===== config.mk =====
export PLATFORM = sky130hd
export DESIGN_NAME = hscale_top
export DESIGN_NICKNAME = d
export VERILOG_FILES = /design/src/source/hscale_pkg.sv /design/src/source/mult_add_2.sv /design/src/source/hscale_ctrl.sv /design/src/source/hscale_top.sv
export SDC_FILE = /design/constraint.sdc
export NUM_CORES = 1
export LEC_CHECK = 0
export ABC_AREA = 0
export CAP_MARGIN = 10
export CORE_MARGIN = 5
export CORE_UTILIZATION = 65
export DETAILED_ROUTE_END_ITERATION = 16
export DONT_BUFFER_PORTS = 1
export HOLD_SLACK_MARGIN = 0.06
export PLACE_DENSITY = 0.84
export SLEW_MARGIN = 10
export SYNTH_ARGS = -nofsm -noshare
export SYNTH_HDL_FRONTEND = slang
export SYNTH_HIERARCHICAL = 1
export SYNTH_SLANG_ARGS = --single-unit

===== constraint.sdc =====
create_clock -name CLK_i -period 7.2 [get_ports CLK_i]
set_input_delay 2.16 -clock CLK_i [delete_from_list [all_inputs] [get_ports CLK_i]]
set_output_delay 2.16 -clock CLK_i [all_outputs]
set_load 0.02 [all_outputs]

===== src/source/hscale_pkg.sv =====
// horizontal scaler shared definitions
`default_nettype none

package hscale_pkg;

  ////////////////////
  // widths
  ////////////////////

  // one color channel of a pixel
  localparam int color_w = 8;

  // blend weight, 0 to 255
  localparam int weight_w = 8;

  // ctrl output register to channel result, in cycles
  // (mac input stage, products, sum)
  localparam int blend_latency = 3;

  typedef logic [color_w-1:0] color_t;
  typedef logic [weight_w-1:0] weight_t;

  // phase and step in 1/256 of an input pixel
  typedef logic [7:0] phase_t;

  ////////////////////
  // opcodes
  ////////////////////

  // how the mac input stage loads its a operands
  typedef enum logic [1:0] {
    inop_nop      = 2'b00,
    inop_normal   = 2'b01,
    inop_fir_mode = 2'b10,
    inop_reserved = 2'b11
  } inop_t;

  // sum of products or one operand passed through
  typedef enum logic [1:0] {
    calcop_normal    = 2'b00,
    calcop_bypass_a0 = 2'b01,
    calcop_bypass_a1 = 2'b10,
    calcop_reserved  = 2'b11
  } calcop_t;

  // per line scaling mode
  typedef enum logic {
    mode_linear  = 1'b0,
    mode_nearest = 1'b1
  } scale_mode_t;

endpackage

`default_nettype wire


===== src/source/mult_add_2.sv =====
// dual multiply-add channel
`default_nettype none

module mult_add_2
  import hscale_pkg::*;
#(
  parameter int INPUT_DATA_A_W = 8,
  parameter int INPUT_DATA_B_W = 8,
  parameter int OUTPUT_DATA_W = 8,
  parameter int POST_REGS = 0
) (
  input  logic                      CLK_i,
  input  logic                      nRST_i,

  input  inop_t                     inopcode_i,
  input  calcop_t                   calcopcode_i,

  input  logic [INPUT_DATA_A_W-1:0] data_a0_i,
  input  logic [INPUT_DATA_B_W-1:0] data_b0_i,
  input  logic [INPUT_DATA_A_W-1:0] data_a1_i,
  input  logic [INPUT_DATA_B_W-1:0] data_b1_i,

  output logic [OUTPUT_DATA_W-1:0]  result_data_o
);

  // latched operands
  logic [INPUT_DATA_A_W-1:0] a0_q, a1_q;
  logic [INPUT_DATA_B_W-1:0] b0_q, b1_q;

  // calcop follows its item through the two stages after the input stage
  calcop_t calcop_q1, calcop_q2;

  // middle stage
  logic [INPUT_DATA_A_W-1:0] pick_q;
  logic [INPUT_DATA_A_W+INPUT_DATA_B_W-1:0] prod0_q, prod1_q;

  // output stage
  // weights sum to at most full scale so the sum stays in a+b bits
  logic [INPUT_DATA_A_W+INPUT_DATA_B_W-1:0] sum_q;

  ////////////////////
  // input stage
  ////////////////////

  always_ff @(posedge CLK_i or negedge nRST_i) begin
    if (!nRST_i) begin
      a0_q <= '0;
      a1_q <= '0;
      b0_q <= '0;
      b1_q <= '0;
      calcop_q1 <= calcop_normal;
      calcop_q2 <= calcop_normal;
    end else begin
      case (inopcode_i)
        inop_normal: begin
          a0_q <= data_a0_i;
          a1_q <= data_a1_i;
        end
        // new sample in, old current becomes previous
        inop_fir_mode: begin
          a0_q <= data_a0_i;
          a1_q <= a0_q;
        end
        // nop and reserved keep both
        default: begin
          a0_q <= a0_q;
          a1_q <= a1_q;
        end
      endcase
      b0_q <= data_b0_i;
      b1_q <= data_b1_i;
      calcop_q1 <= calcopcode_i;
      calcop_q2 <= calcop_q1;
    end
  end

  ////////////////////
  // products and sum
  ////////////////////

  always_ff @(posedge CLK_i or negedge nRST_i) begin
    if (!nRST_i) begin
      pick_q <= '0;
      prod0_q <= '0;
      prod1_q <= '0;
      sum_q <= '0;
    end else begin
      pick_q <= (calcop_q1 == calcop_bypass_a1) ? a1_q : a0_q;
      prod0_q <= a0_q * b0_q;
      prod1_q <= a1_q * b1_q;
      // bypass puts the pick in the top bits so the slice below returns it exactly
      if (calcop_q2 == calcop_bypass_a0 || calcop_q2 == calcop_bypass_a1) begin
        sum_q <= {pick_q, {INPUT_DATA_B_W{1'b0}}};
      end else begin
        sum_q <= prod0_q + prod1_q;
      end
    end
  end

  ////////////////////
  // optional post registers
  ////////////////////

  generate
    if (POST_REGS > 0) begin : g_post
      logic [OUTPUT_DATA_W-1:0] post_q [POST_REGS];

      always_ff @(posedge CLK_i or negedge nRST_i) begin
        if (!nRST_i) begin
          for (int i = 0; i < POST_REGS; i++) begin
            post_q[i] <= '0;
          end
        end else begin
          post_q[0] <= sum_q[INPUT_DATA_A_W+INPUT_DATA_B_W-1 -: OUTPUT_DATA_W];
          for (int i = 1; i < POST_REGS; i++) begin
            post_q[i] <= post_q[i-1];
          end
        end
      end

      assign result_data_o = post_q[POST_REGS-1];
    end else begin : g_direct
      // top bits, truncating division by the weight scale
      assign result_data_o = sum_q[INPUT_DATA_A_W+INPUT_DATA_B_W-1 -: OUTPUT_DATA_W];
    end
  endgenerate

endmodule

`default_nettype wire


===== src/source/hscale_ctrl.sv =====
// horizontal scaler phase controller
`default_nettype none

module hscale_ctrl
  import hscale_pkg::*;
(
  input  logic        CLK_i,
  input  logic        nRST_i,

  input  logic        sol_i,
  input  logic        active_i,
  input  scale_mode_t mode_i,
  input  phase_t      step_i,

  output logic        pix_req_o,
  output inop_t       inop_o,
  output calcop_t     calcop_o,
  output weight_t     weight_a0_o,
  output weight_t     weight_a1_o,
  output logic        valid_o
);

  // accumulator state
  phase_t phase_q;
  logic   first_q;

  // next step, carry out of the sum marks a crossed input pixel
  logic [8:0] phase_sum;
  logic       first_now;
  logic       fetch;
  phase_t     frac;

  // registered active plus the delay to the channel results
  logic                     act_q;
  logic [blend_latency-1:0] valid_sr;

  ////////////////////
  // phase step
  ////////////////////

  // sol in the same cycle as an active one counts as the first fetch already
  assign first_now = sol_i | first_q;
  assign phase_sum = {1'b0, phase_q} + {1'b0, step_i};

  // first cycle of a line sits on phase 0 and always pulls a pixel
  assign frac  = first_now ? '0 : phase_sum[7:0];
  assign fetch = first_now | phase_sum[8];

  always_ff @(posedge CLK_i or negedge nRST_i) begin
    if (!nRST_i) begin
      phase_q <= '0;
      // fresh line after reset
      first_q <= 1'b1;
    end else if (active_i) begin
      phase_q <= frac;
      first_q <= 1'b0;
    end else if (sol_i) begin
      phase_q <= '0;
      first_q <= 1'b1;
    end
  end

  ////////////////////
  // registered outputs
  ////////////////////

  always_ff @(posedge CLK_i or negedge nRST_i) begin
    if (!nRST_i) begin
      pix_req_o <= 1'b0;
      inop_o <= inop_nop;
      calcop_o <= calcop_normal;
      weight_a0_o <= '0;
      weight_a1_o <= '0;
      act_q <= 1'b0;
    end else begin
      act_q <= active_i;
      if (active_i) begin
        pix_req_o <= fetch;
        // shift the fetched pixel in, previous one moves to a1
        inop_o <= fetch ? inop_fir_mode : inop_nop;
        weight_a0_o <= weight_t'(frac);
        weight_a1_o <= weight_t'(8'd255 - frac);
        if (mode_i == mode_nearest) begin
          // closer pixel wins, frac at half or above favors the current one
          calcop_o <= frac[7] ? calcop_bypass_a0 : calcop_bypass_a1;
        end else begin
          calcop_o <= calcop_normal;
        end
      end else begin
        // idle cycle, channels keep their pixels
        pix_req_o <= 1'b0;
        inop_o <= inop_nop;
        calcop_o <= calcop_normal;
      end
    end
  end

  ////////////////////
  // valid delay line
  ////////////////////

  // act_q lines up with the opcodes, the shift covers the channel pipeline
  always_ff @(posedge CLK_i or negedge nRST_i) begin
    if (!nRST_i) begin
      valid_sr <= '0;
    end else begin
      valid_sr <= {valid_sr[blend_latency-2:0], act_q};
    end
  end

  assign valid_o = valid_sr[blend_latency-1];

endmodule

`default_nettype wire


===== src/source/hscale_top.sv =====
// horizontal scaler top level
`default_nettype none

module hscale_top
  import hscale_pkg::*;
(
  input  logic        CLK_i,
  input  logic        nRST_i,

  input  logic        sol_i,
  input  logic        active_i,
  input  scale_mode_t mode_i,
  input  phase_t      step_i,

  input  color_t      pix_r_i,
  input  color_t      pix_g_i,
  input  color_t      pix_b_i,

  output logic        pix_req_o,
  output color_t      out_r_o,
  output color_t      out_g_o,
  output color_t      out_b_o,
  output logic        valid_o
);

  // controller to channels, shared by all three
  inop_t   inop;
  calcop_t calcop;
  weight_t weight_a0;
  weight_t weight_a1;

  ////////////////////
  // controller
  ////////////////////

  hscale_ctrl i_ctrl (
    .CLK_i       (CLK_i),
    .nRST_i      (nRST_i),
    .sol_i       (sol_i),
    .active_i    (active_i),
    .mode_i      (mode_i),
    .step_i      (step_i),
    .pix_req_o   (pix_req_o),
    .inop_o      (inop),
    .calcop_o    (calcop),
    .weight_a0_o (weight_a0),
    .weight_a1_o (weight_a1),
    .valid_o     (valid_o)
  );

  ////////////////////
  // color channels
  ////////////////////

  // a1 input only matters for inop normal, never issued here
  mult_add_2 #(
    .INPUT_DATA_A_W (color_w),
    .INPUT_DATA_B_W (weight_w),
    .OUTPUT_DATA_W  (color_w),
    .POST_REGS      (0)
  ) i_mac_r (
    .CLK_i         (CLK_i),
    .nRST_i        (nRST_i),
    .inopcode_i    (inop),
    .calcopcode_i  (calcop),
    .data_a0_i     (pix_r_i),
    .data_b0_i     (weight_a0),
    .data_a1_i     (pix_r_i),
    .data_b1_i     (weight_a1),
    .result_data_o (out_r_o)
  );

  mult_add_2 #(
    .INPUT_DATA_A_W (color_w),
    .INPUT_DATA_B_W (weight_w),
    .OUTPUT_DATA_W  (color_w),
    .POST_REGS      (0)
  ) i_mac_g (
    .CLK_i         (CLK_i),
    .nRST_i        (nRST_i),
    .inopcode_i    (inop),
    .calcopcode_i  (calcop),
    .data_a0_i     (pix_g_i),
    .data_b0_i     (weight_a0),
    .data_a1_i     (pix_g_i),
    .data_b1_i     (weight_a1),
    .result_data_o (out_g_o)
  );

  mult_add_2 #(
    .INPUT_DATA_A_W (color_w),
    .INPUT_DATA_B_W (weight_w),
    .OUTPUT_DATA_W  (color_w),
    .POST_REGS      (0)
  ) i_mac_b (
    .CLK_i         (CLK_i),
    .nRST_i        (nRST_i),
    .inopcode_i    (inop),
    .calcopcode_i  (calcop),
    .data_a0_i     (pix_b_i),
    .data_b0_i     (weight_a0),
    .data_a1_i     (pix_b_i),
    .data_b1_i     (weight_a1),
    .result_data_o (out_b_o)
  );

endmodule

`default_nettype wire


# Word level (Yosys, flattened, before mapping)
# Index checks and enable logic that the tools add are counted.
[word_totals]
regBits = 270
output_inout_bits = 26
[op_classes]
bitwise_logic = 2
n_eq_ne = 5
add_sub_neg = 5
n_reduce_logical = 4
muxes = 20
n_mul = 6
[ops]
columns = ["op", "count"]
rows = [
  ["8-bit by 8-bit multiplier with 16-bit output", 6],
  ["16-bit adder", 3],
  ["16-bit two-way mux", 3],
  ["8-bit two-way mux", 6],
  ["8-bit case mux with 2 select lines", 3],
  ["2-bit two-way mux", 5],
  ["8-bit by 8-bit adder with 9-bit output", 1],
  ["8-bit subtractor (first input constant)", 1],
  ["2-bit == test (second input constant)", 3],
  ["2-bit by 1-bit == test with 1-bit output (second input constant)", 2],
  ["2-bit nonzero test", 2],
  ["1-bit two-way mux", 3],
  ["1-bit bitwise OR", 2],
  ["2-bit OR reduction", 1],
  ["1-bit logical OR", 1],
]

# Logic depth before layout (Yosys ltp)
# Gate-level depths: netlist (run 1).
[depth]
depth_word = 5
ltp_mapped = 17
ltp_nobuf = 16

# By module
# Netlist (run 1), hierarchy kept.
[by_module_without_submodules]
columns = ["module", "n_inst", "cells_each", "area_each_um2"]
rows = [
  ["mult_add_2 (i_mac_r)", 1, 746, 7611.0],
  ["mult_add_2 (i_mac_g)", 1, 712, 7327.0],
  ["mult_add_2 (i_mac_b)", 1, 710, 7257.0],
  ["hscale_ctrl", 1, 150, 1544.0],
]

# Worst setup path before layout (run 1)
# Ideal clock, no wire load.
[synth_path]
path_kind = "register to register"
startpoint = "register i_mac_b.a0_q[2]"
endpoint = "register i_mac_b.prod0_q[14]"
n_path_buf = 1
setup_time_ps = 80
period_less_slack_ps = 4259
required_ps = 7120
stages_incl_launch_ff = 15
slack_ps = 2941
t_arrival_ps = 4179
path_cell_list = "dfrtp_1 -> clkbuf_1 -> and2_1 -> fa_1 -> fa_1 -> fa_1 -> inv_1 -> fa_1 -> inv_1 -> ha_1 -> a21o_1 -> a2111o_1 -> a31o_1 -> a21oi_2 -> xnor2_1"
[synth_via]
elab_chain_cells = 1
[synth_lines]
columns = ["element", "line_no", "rtl"]
rows = [
  ["from (decl)", "mult_add_2.sv:27", "logic [INPUT_DATA_A_W-1:0] a0_q, a1_q;"],
  ["from (signal assigned)", "mult_add_2.sv:56", "a0_q <= data_a0_i;"],
  ["from (signal assigned)", "mult_add_2.sv:61", "a0_q <= data_a0_i;"],
  ["from (signal assigned)", "mult_add_2.sv:66", "a0_q <= a0_q;"],
  ["8-bit by 8-bit multiplier with 16-bit output", "mult_add_2.sv:89", "prod0_q <= a0_q * b0_q;"],
  ["to (signal assigned)", "mult_add_2.sv:89", ""],
  ["to (decl)", "mult_add_2.sv:35", "logic [INPUT_DATA_A_W+INPUT_DATA_B_W-1:0] prod0_q, prod1_q;"],
]
# No other way between the ends.
# A chain may end at the register's enable or synchronous reset.

# Worst setup path in the final report (run 1)
# Ends and elaborated chain as after synthesis.

==> flow_summary.html, run 1 <==
<table>
<tr><th>Metric</th><th>Value</th></tr>
<tr><th colspan="2">GRT</th></tr>
<tr><td>Gr usage total</td><td>26.72%</td></tr>
<tr><td>Antenna violations before repair</td><td>5</td></tr>
<tr><td>Wire length of the first global-routing pass</td><td>approximately 90,000 um</td></tr>
<tr><td>Largest net degree at the start of global routing</td><td>between 200 and 300</td></tr>
<tr><td>Total grt overflow</td><td>0</td></tr>
<tr><td>Vias in the first global route</td><td>roughly 17,000</td></tr>
<tr><th colspan="2">Logic synthesis</th></tr>
<tr><td>Most used flip-flop cell after synthesis</td><td>sky130_fd_sc_hd__dfrtp_1</td></tr>
<tr><td>Main area contributors after synthesis</td><td>sky130_fd_sc_hd__dfrtp_1 (30%), sky130_fd_sc_hd__fa_1 (18%), sky130_fd_sc_hd__ha_1 (14%), sky130_fd_sc_hd__and2_1 (8.7%), sky130_fd_sc_hd__inv_1 (5.1%)</td></tr>
<tr><td>Post-synthesis sequential area ratio</td><td>approximately 30%</td></tr>
<tr><td>Mean post-synth cell area</td><td>10.24 um^2</td></tr>
<tr><td>Area fraction of the dominant cell type after synthesis</td><td>roughly 30%</td></tr>
<tr><td>Largest area contributor in the synthesized netlist</td><td>sky130_fd_sc_hd__dfrtp_1</td></tr>
<tr><td>Instance count of the mapped netlist</td><td>~2,300</td></tr>
<tr><td>Post-Synthesis Cell Area</td><td>approximately 24,000 um^2</td></tr>
<tr><td>Post-synthesis sequential element count</td><td>284</td></tr>
<tr><td>Total of warnings raised by yosys</td><td>6</td></tr>
<tr><td>Number of distinct library cell variants in the gate-level netlist after synthesis</td><td>90</td></tr>
<tr><td>Post-Synthesis Net Count</td><td>2,841</td></tr>
<tr><td>Number of synthesized flops with an enable pin</td><td>0</td></tr>
<tr><td>Share of flip-flops with an asynchronous set or reset after synthesis</td><td>100.0%</td></tr>
<tr><th colspan="2">Timing</th></tr>
<tr><td>Setup repair after global routing missed its margin</td><td>no</td></tr>
<tr><td>Setup_tns</td><td>0 ns</td></tr>
<tr><td>Final worst clock skew</td><td>0.01004 ns</td></tr>
<tr><td>Number of slew-limit violations in the final report</td><td>0</td></tr>
<tr><td>Period Utilization, post-route</td><td>between 60% and 70%</td></tr>
<tr><td>Final number of hold-violating endpoints</td><td>0</td></tr>
<tr><td>Total setup violations reported at the end of the flow</td><td>0</td></tr>
<tr><td>Worst slew margin</td><td>40.84%</td></tr>
<tr><td>Worst Hold Slack</td><td>between 0.3 and 0.4 ns</td></tr>
<tr><td>Highest clock frequency the design can meet</td><td>approximately 0.22 GHz</td></tr>
<tr><td>Pin slew with the least headroom to its limit</td><td>between 0.8 and 0.9 ns</td></tr>
<tr><td>Final min period</td><td>~4.5 ns</td></tr>
<tr><th colspan="2">Clocking</th></tr>
<tr><td>Longest Clk Path Bufs</td><td>3</td></tr>
<tr><td>Clock tree from TritonCTS</td><td>done</td></tr>
<tr><td>Clock net sink count</td><td>between 200 and 300</td></tr>
<tr><td>Clock transition at path regs</td><td>~0.06 ns</td></tr>
<tr><td>CTS resizes</td><td>0</td></tr>
<tr><td>Master cell of the clock root buffer</td><td>sky130_fd_sc_hd__clkbuf_16</td></tr>
<tr><td>CTS buffer count</td><td>31</td></tr>
<tr><td>Buffer count from post-CTS setup fixing</td><td>0</td></tr>
<tr><td>Cts hold-fix bufs</td><td>0</td></tr>
<tr><td>H-tree Lvls</td><td>1</td></tr>
<tr><td>Worst-skew pair later-pin latency</td><td>0.57 ns</td></tr>
<tr><th colspan="2">Floorplanning</th></tr>
<tr><td>Die extent in x</td><td>about 200 um</td></tr>
<tr><td>Initial core utilization</td><td>65.31%</td></tr>
<tr><td>Floorplan core area</td><td>36,350 um^2</td></tr>
<tr><td>Die H</td><td>approximately 200 um</td></tr>
<tr><td>Number of I/O pins</td><td>between 60 and 70</td></tr>
<tr><td>Number of rows in the core area</td><td>70</td></tr>
<tr><td>Die outline area</td><td>slightly above 40,000 um^2</td></tr>
<tr><th colspan="2">Setup path</th></tr>
<tr><td>Critical path endpoint category</td><td>flop</td></tr>
<tr><td>Endpoint required time on the critical path</td><td>slightly below 8 ns</td></tr>
<tr><td>Startpoint types</td><td>flop</td></tr>
<tr><td>Class of the most critical setup path</td><td>reg -&gt; reg</td></tr>
<tr><td>Flop2flop setup slack</td><td>approximately 2.7 ns</td></tr>
<tr><td>Data arrival time of the critical path</td><td>4.95 ns</td></tr>
<tr><td>Biggest fanout along the worst timing path</td><td>11</td></tr>
<tr><th colspan="2">Final layout</th></tr>
<tr><td>Non-filler instance count after layout</td><td>~2,800</td></tr>
<tr><td>Fraction of layout cells with a size suffix above 1</td><td>just under 6%</td></tr>
<tr><td>Register cell area after layout</td><td>between 7000 and 8000 um^2</td></tr>
<tr><td>Total non-filler cell area in the finished layout</td><td>about 25,000 um^2</td></tr>
<tr><td>Number of inserted filler cells in the final layout</td><td>2,604</td></tr>
<tr><td>Area grow syn2layout</td><td>6.030%</td></tr>
<tr><td># nets final</td><td>between 2,000 and 3,000</td></tr>
<tr><td>Area used by multi-input combinational logic</td><td>about 15,000 um^2</td></tr>
<tr><th colspan="2">Placed design</th></tr>
<tr><td>Cell area reported after detailed placement</td><td>about 24,000 um^2</td></tr>
<tr><td>HPWL Detailed</td><td>between 40,000 and 50,000 um</td></tr>
<tr><td>Count of input and output buffers</td><td>0</td></tr>
<tr><td>Placed instance count</td><td>~2,700</td></tr>
<tr><td>Final RePlAce weighted congestion</td><td>approximately 0.91</td></tr>
<tr><th colspan="2">Detailed routing</th></tr>
<tr><td>Average detailed-routed wire length per instance</td><td>approximately 19 um</td></tr>
<tr><td>Detail-routed via count per cell</td><td>~5.9</td></tr>
<tr><td>Drt initial violations</td><td>around 1,100</td></tr>
<tr><td>DR vias</td><td>16,350</td></tr>
<tr><td>Antenna Violating Nets Remaining</td><td>0</td></tr>
<tr><td>Detailed Routing Iterations Pass 1</td><td>5</td></tr>
<tr><td>Remaining DRCs</td><td>0</td></tr>
<tr><td>Drt total wl</td><td>52,790 um</td></tr>
<tr><th colspan="2">Run status</th></tr>
<tr><td>Outcome</td><td>completed</td></tr>
<tr><th colspan="2">Min path</th></tr>
<tr><td>Worst hold path class</td><td>reg -&gt; reg</td></tr>
<tr><th colspan="2">Flow run</th></tr>
<tr><td>Number of violations of the max-capacitance limit</td><td>0</td></tr>
</table>
Yosys cell counts (4+ instances only):
cell type                     n
sky130_fd_sc_hd__a31oi_1     10
sky130_fd_sc_hd__a21o_1      24
sky130_fd_sc_hd__or4_1        6
sky130_fd_sc_hd__nor2b_1     11
sky130_fd_sc_hd__nand2_1    168
sky130_fd_sc_hd__nor3b_1      4
sky130_fd_sc_hd__buf_2        5
sky130_fd_sc_hd__clkbuf_2     4
sky130_fd_sc_hd__fa_1       217
sky130_fd_sc_hd__mux2_2      49
sky130_fd_sc_hd__inv_1      322
sky130_fd_sc_hd__mux2i_1     28
sky130_fd_sc_hd__o21a_1      18
sky130_fd_sc_hd__dfrtp_1    283
sky130_fd_sc_hd__o211ai_1     6
sky130_fd_sc_hd__a21oi_1     76
sky130_fd_sc_hd__o21ai_1     23
sky130_fd_sc_hd__nand2b_1     7
sky130_fd_sc_hd__o31ai_1      5
sky130_fd_sc_hd__a21boi_0     4
sky130_fd_sc_hd__a211oi_1    11
sky130_fd_sc_hd__clkbuf_1    53
sky130_fd_sc_hd__and2_1     331
sky130_fd_sc_hd__xnor2_1     59
sky130_fd_sc_hd__nor2_1      54
sky130_fd_sc_hd__or3_1        5
sky130_fd_sc_hd__o21ai_0     66
sky130_fd_sc_hd__a21oi_2      7
sky130_fd_sc_hd__o21bai_1     9
sky130_fd_sc_hd__nand3_1     29
sky130_fd_sc_hd__nand3b_1     5
sky130_fd_sc_hd__o2111ai_1    4
sky130_fd_sc_hd__xor2_1      25
sky130_fd_sc_hd__nor3_1      15
sky130_fd_sc_hd__ha_1       269
sky130_fd_sc_hd__nand4_1     11
sky130_fd_sc_hd__and3_1      11
sky130_fd_sc_hd__nor4_1       4
critical path, stage by stage (launching register included):
cell and delay (ns):
sky130_fd_sc_hd__dfrtp_1 0.50, sky130_fd_sc_hd__and2_1 0.22, sky130_fd_sc_hd__fa_1 0.51, sky130_fd_sc_hd__fa_1 0.52, sky130_fd_sc_hd__fa_1 0.55, sky130_fd_sc_hd__inv_1 0.06
sky130_fd_sc_hd__fa_1 0.53, sky130_fd_sc_hd__inv_1 0.04, sky130_fd_sc_hd__ha_1 0.35, sky130_fd_sc_hd__a21o_1 0.23, sky130_fd_sc_hd__a2111o_1 0.38, sky130_fd_sc_hd__a31o_1 0.23
sky130_fd_sc_hd__a21oi_2 0.14, sky130_fd_sc_hd__xnor2_1 0.13
state kept, by name (all words and copies together) (netlist names), 16 cells and up:
register / flops
i_mac_b/prod0_q: 16
i_mac_b/prod1_q: 16
i_mac_g/prod0_q: 16
i_mac_g/prod1_q: 16
i_mac_r/prod0_q: 16
i_mac_r/prod1_q: 16
final cells by class:
type,instances,area share (%)
multi-input combinational,1647,60.20
tap,468,2.326
antenna,3,0.02983
inverter,322,4.802
timing repair buffer,3,0.08948
clock inverter,14,0.8550
sequential,284,28.24
clock buffer,43,3.460
cells by family (layout without fill, tap and decap cells):
logic type | Yosys count | after routing | synth area share [%]
compound gates | 325 | 325 | 9.266
xor+xnor | 84 | 84 | 3.099
fa+ha+maj | 486 | 486 | 32.48
buf+inv | 387 | 382 | 6.230
flops | 284 | 284 | 29.94
mux | 77 | 77 | 3.505
other cells | 1 | 4 | 0.01580
simple gates | 674 | 674 | 15.46
through the flow:
step / worst slack, ns / utilization, %
CTS: 2.748 / 69.23
floorplan: 2.941 / -
global route: 2.536 / 69.24
finish: 2.738 / 69.25
global placement: 2.852 / 66.24
detailed placement: 2.748 / 66.24
placed cells by master (no fill, tap or decap), drive strengths merged, types with 43 or more instances in the layout:
cell    count
o21ai      91
nor2       54
inv       323
clkbuf     43
and2      331
xnor2      59
a21oi      83
mux2       49
fa        217
dfrtp     283
nand2     168
ha        269
final timing paths:
path / from / endpoint / depth (start not counted)
setup reg to reg: i_mac_b/a0_q[2]$_DFFE_PN0P_ / i_mac_b/prod0_q[14]$_DFF_PN0_ / 13
hold reg to reg: i_ctrl/act_q$_DFF_PN0_ / i_ctrl/valid_sr[0]$_DFF_PN0_ / 0
hold / removal: i_ctrl/act_q$_DFF_PN0_ / i_ctrl/valid_sr[0]$_DFF_PN0_ / 0
setup / recovery: i_mac_b/a0_q[2]$_DFFE_PN0P_ / i_mac_b/prod0_q[14]$_DFF_PN0_ / 13
min in group asynchronous: nRST_i / i_mac_b/prod0_q[15]$_DFF_PN0_ / 0
max in group asynchronous: nRST_i / i_mac_r/sum_q[10]$_DFF_PN0_ / 0
per-layer routing:
| metal | track usage, % | vias to the layer above | wire length (um) |
|---|---|---|---|
| met5 | 0 | - | 47 |
| met4 | 11.14 | 6 | 2211 |
| met3 | 4.222 | 126 | 2759 |
| met2 | 45.30 | 453 | 26400 |
| met1 | 34.56 | 8246 | 21370 |
| li1 | - | 7520 | - |
Power of run 1 is left out: the tool's default activity adds up to more than one toggle a clock period on the data nets, which glitch-free logic cannot reach.
==> run 2, diff against run 1 <==
Settings changed: CORE_UTILIZATION 65 to 60, PLACE_DENSITY 0.84 to 0.82.
Clock period 7.2 ns to 3.6 ns, I/O delays scaled along.
==> run 2 against run 1 <==
  * The flow now finishes with violations (setup timing)
  * Worst hold slack got worse by 0.13 ns
  * Cell count rose by 13%
  * Design area rose by 16%
  * Critical path depth did not move
  * Non-clock buffer count rose by 311
  * Core utilization rose by 5.9 points
  * Wire length rose by 22%
  * Critical endpoint is now i_mac_g/prod0_q[14]$_DFF_PN0_
  * Highest routed layer unchanged
==> flow_summary.html, run 2 (synthesized netlist as in run 1, its figures left out) <==
<table>
<tr><th>Metric</th><th>Value</th></tr>
<tr><th colspan="2">Run status</th></tr>
<tr><td>Outcome</td><td>finished, violations left</td></tr>
<tr><td>Failing checks</td><td>setup timing</td></tr>
<tr><th colspan="2">Setup path</th></tr>
<tr><td>Startpoint types</td><td>flop</td></tr>
<tr><td>Endpoint required time on the critical path</td><td>roughly 4.1 ns</td></tr>
<tr><td>Critical path endpoint category</td><td>flop</td></tr>
<tr><td>Class of the most critical setup path</td><td>reg -&gt; reg</td></tr>
<tr><td>Flop2flop setup slack</td><td>-0.49 ns</td></tr>
<tr><td>Data arrival time of the critical path</td><td>between 4 and 5 ns</td></tr>
<tr><td>Biggest fanout along the worst timing path</td><td>4</td></tr>
<tr><th colspan="2">Timing</th></tr>
<tr><td>Pin slew with the least headroom to its limit</td><td>about 1.2 ns</td></tr>
<tr><td>Highest clock frequency the design can meet</td><td>0.2443 GHz</td></tr>
<tr><td>Setup repair after global routing missed its margin</td><td>yes</td></tr>
<tr><td>Setup_tns</td><td>-14.56 ns</td></tr>
<tr><td>Period Utilization, post-route</td><td>113.7%</td></tr>
<tr><td>Final min period</td><td>4.094 ns</td></tr>
<tr><td>Final worst clock skew</td><td>roughly 0.028 ns</td></tr>
<tr><td>Worst slew margin</td><td>around 17%</td></tr>
<tr><td>Total setup violations reported at the end of the flow</td><td>49</td></tr>
<tr><td>Slack of the critical path</td><td>-0.4937 ns</td></tr>
<tr><td>Number of slew-limit violations in the final report</td><td>0</td></tr>
<tr><td>Final number of hold-violating endpoints</td><td>0</td></tr>
<tr><th colspan="2">Floorplanning</th></tr>
<tr><td>Initial core utilization</td><td>between 60% and 70%</td></tr>
<tr><td>Die H</td><td>208.9 um</td></tr>
<tr><td>Floorplan core area</td><td>slightly below 40,000 um^2</td></tr>
<tr><td>Die outline area</td><td>between 40,000 and 50,000 um^2</td></tr>
<tr><td>Number of I/O pins</td><td>63</td></tr>
<tr><td>Die extent in x</td><td>approximately 210 um</td></tr>
<tr><td>Number of rows in the core area</td><td>72</td></tr>
<tr><th colspan="2">Clocking</th></tr>
<tr><td>Clock transition at path regs</td><td>0.07 ns</td></tr>
<tr><td>Clock tree from TritonCTS</td><td>done</td></tr>
<tr><td>H-tree Lvls</td><td>2</td></tr>
<tr><td>Clock net sink count</td><td>284</td></tr>
<tr><td>CTS buffer count</td><td>34</td></tr>
<tr><td>Master cell of the clock root buffer</td><td>sky130_fd_sc_hd__clkbuf_16</td></tr>
<tr><td>Cts hold-fix bufs</td><td>0</td></tr>
<tr><td>Longest Clk Path Bufs</td><td>3</td></tr>
<tr><td>Worst-skew pair later-pin latency</td><td>approximately 0.56 ns</td></tr>
<tr><th colspan="2">GRT</th></tr>
<tr><td>Antenna violations before repair</td><td>4</td></tr>
<tr><td>Wire length of the first global-routing pass</td><td>between 100,000 and 150,000 um</td></tr>
<tr><td>Gr usage total</td><td>28.57%</td></tr>
<tr><td>Total grt overflow</td><td>0</td></tr>
<tr><td>Vias in the first global route</td><td>19,600</td></tr>
<tr><td>Largest net degree at the start of global routing</td><td>about 290</td></tr>
<tr><th colspan="2">Flow run</th></tr>
<tr><td>Number of violations of the max-capacitance limit</td><td>0</td></tr>
<tr><th colspan="2">Final layout</th></tr>
<tr><td>Leading cell type in the layout, fill and taps excluded</td><td>sky130_fd_sc_hd__inv_1</td></tr>
<tr><td>Total non-filler cell area in the finished layout</td><td>approximately 29,000 um^2</td></tr>
<tr><td>Fraction of layout cells with a size suffix above 1</td><td>between 20% and 30%</td></tr>
<tr><td>Inserted Diodes</td><td>0</td></tr>
<tr><td>Number of inserted filler cells in the final layout</td><td>between 2,000 and 2,500</td></tr>
<tr><td>Final Core Density</td><td>about three quarters</td></tr>
<tr><td>Most frequent cells in the layout</td><td>sky130_fd_sc_hd__inv_1 (295), sky130_fd_sc_hd__and2_1 (277), sky130_fd_sc_hd__buf_4 (275), sky130_fd_sc_hd__ha_1 (231), sky130_fd_sc_hd__dfrtp_1 (230)</td></tr>
<tr><td># nets final</td><td>about 3,100</td></tr>
<tr><td>Area grow syn2layout</td><td>23.27%</td></tr>
<tr><th colspan="2">Placed design</th></tr>
<tr><td>Cell area reported after detailed placement</td><td>about 26,000 um^2</td></tr>
<tr><td>Final RePlAce weighted congestion</td><td>~0.94</td></tr>
<tr><td>HPWL Detailed</td><td>about 45,000 um</td></tr>
<tr><td>Setup WS pre-CTS</td><td>-0.5204 ns</td></tr>
<tr><td>Count of input and output buffers</td><td>0</td></tr>
<tr><th colspan="2">Detailed routing</th></tr>
<tr><td>Remaining DRCs</td><td>0</td></tr>
<tr><td>Drt total wl</td><td>about 64,000 um</td></tr>
<tr><td>Drt initial violations</td><td>approximately 1,400</td></tr>
<tr><td>Average detailed-routed wire length per instance</td><td>~20 um</td></tr>
<tr><td>Detailed Routing Iterations Pass 1</td><td>6</td></tr>
<tr><td>Antenna Violating Nets Remaining</td><td>0</td></tr>
<tr><td>Detail-routed via count per cell</td><td>about 5.8</td></tr>
<tr><td>DR vias</td><td>approximately 18,000</td></tr>
<tr><th colspan="2">Min path</th></tr>
<tr><td>Worst hold path class</td><td>in -&gt; async</td></tr>
</table>
## run 2: per-stage QoR
step / instances / hold WS (ns)
final: 3145 / 0.2200
after global placement: 3016 / 0.3363
after CTS: 3120 / 0.2167
after detailed placement: 3016 / 0.3373
after global routing: 3145 / 0.2110
after floorplan: 2318 / 0.3312
## run 2: worst paths after layout
kind | startpoint | end | depth (start not counted)
max | i_mac_g/a0_q[6]$_DFFE_PN0P_ | i_mac_g/prod0_q[14]$_DFF_PN0_ | 13
min | nRST_i | i_mac_g/prod1_q[1]$_DFF_PN0_ | 0
max reg2reg | i_mac_g/a0_q[6]$_DFFE_PN0P_ | i_mac_g/prod0_q[14]$_DFF_PN0_ | 13
min reg2reg | i_ctrl/valid_sr[1]$_DFF_PN0_ | i_ctrl/valid_sr[2]$_DFF_PN0_ | 0
max in group asynchronous | nRST_i | i_mac_b/a0_q[3]$_DFFE_PN0P_ | 0
min in group CLK_i | i_ctrl/valid_sr[1]$_DFF_PN0_ | i_ctrl/valid_sr[2]$_DFF_PN0_ | 0
## run 2: cell type report
cell class / instances / area, um^2 / share of cell area [%]
timing repair buffer: 314 / 2504 / 8.556
multi-input combinational: 1647 / 16550 / 56.56
inverter: 322 / 1214 / 4.147
tap: 518 / 648.1 / 2.215
sequential: 284 / 7174 / 24.52
clock inverter: 14 / 205.2 / 0.7012
clock buffer: 46 / 965.9 / 3.301
## run 2: metal layers
layer,share of wire [%],up-vias,routed length (um),GRT usage (%)
met5,0.034,-,22,0
met4,5.0,4,3220,11.39
met3,5.7,230,3651,4.619
met2,49,663,31760,48.61
met1,40,9082,25560,36.86
li1,-,8150,-,-
## run 2: critical path: stages, from the launching register on
cell and delay (ns):
sky130_fd_sc_hd__dfrtp_1 0.42, sky130_fd_sc_hd__and2_4 0.18, sky130_fd_sc_hd__fa_1 0.60, sky130_fd_sc_hd__fa_1 0.45
sky130_fd_sc_hd__fa_1 0.50, sky130_fd_sc_hd__inv_1 0.05, sky130_fd_sc_hd__fa_1 0.49, sky130_fd_sc_hd__inv_2 0.05
sky130_fd_sc_hd__ha_4 0.16, sky130_fd_sc_hd__or4_4 0.56, sky130_fd_sc_hd__o221ai_4 0.19, sky130_fd_sc_hd__o21ai_2 0.09
sky130_fd_sc_hd__a21oi_2 0.15, sky130_fd_sc_hd__xnor2_1 0.13
## run 2: repair_timing
| action | in CTS | in global routing |
|---|---|---|
| pin swaps | 156 | 110 |
| resized for setup | 188 | 114 |
| gates cloned | 0 | 0 |
| setup buffers | 49 | 32 |
| setup endpoints to repair | 53 | 56 |
Power of run 2 is left out for the same reason.
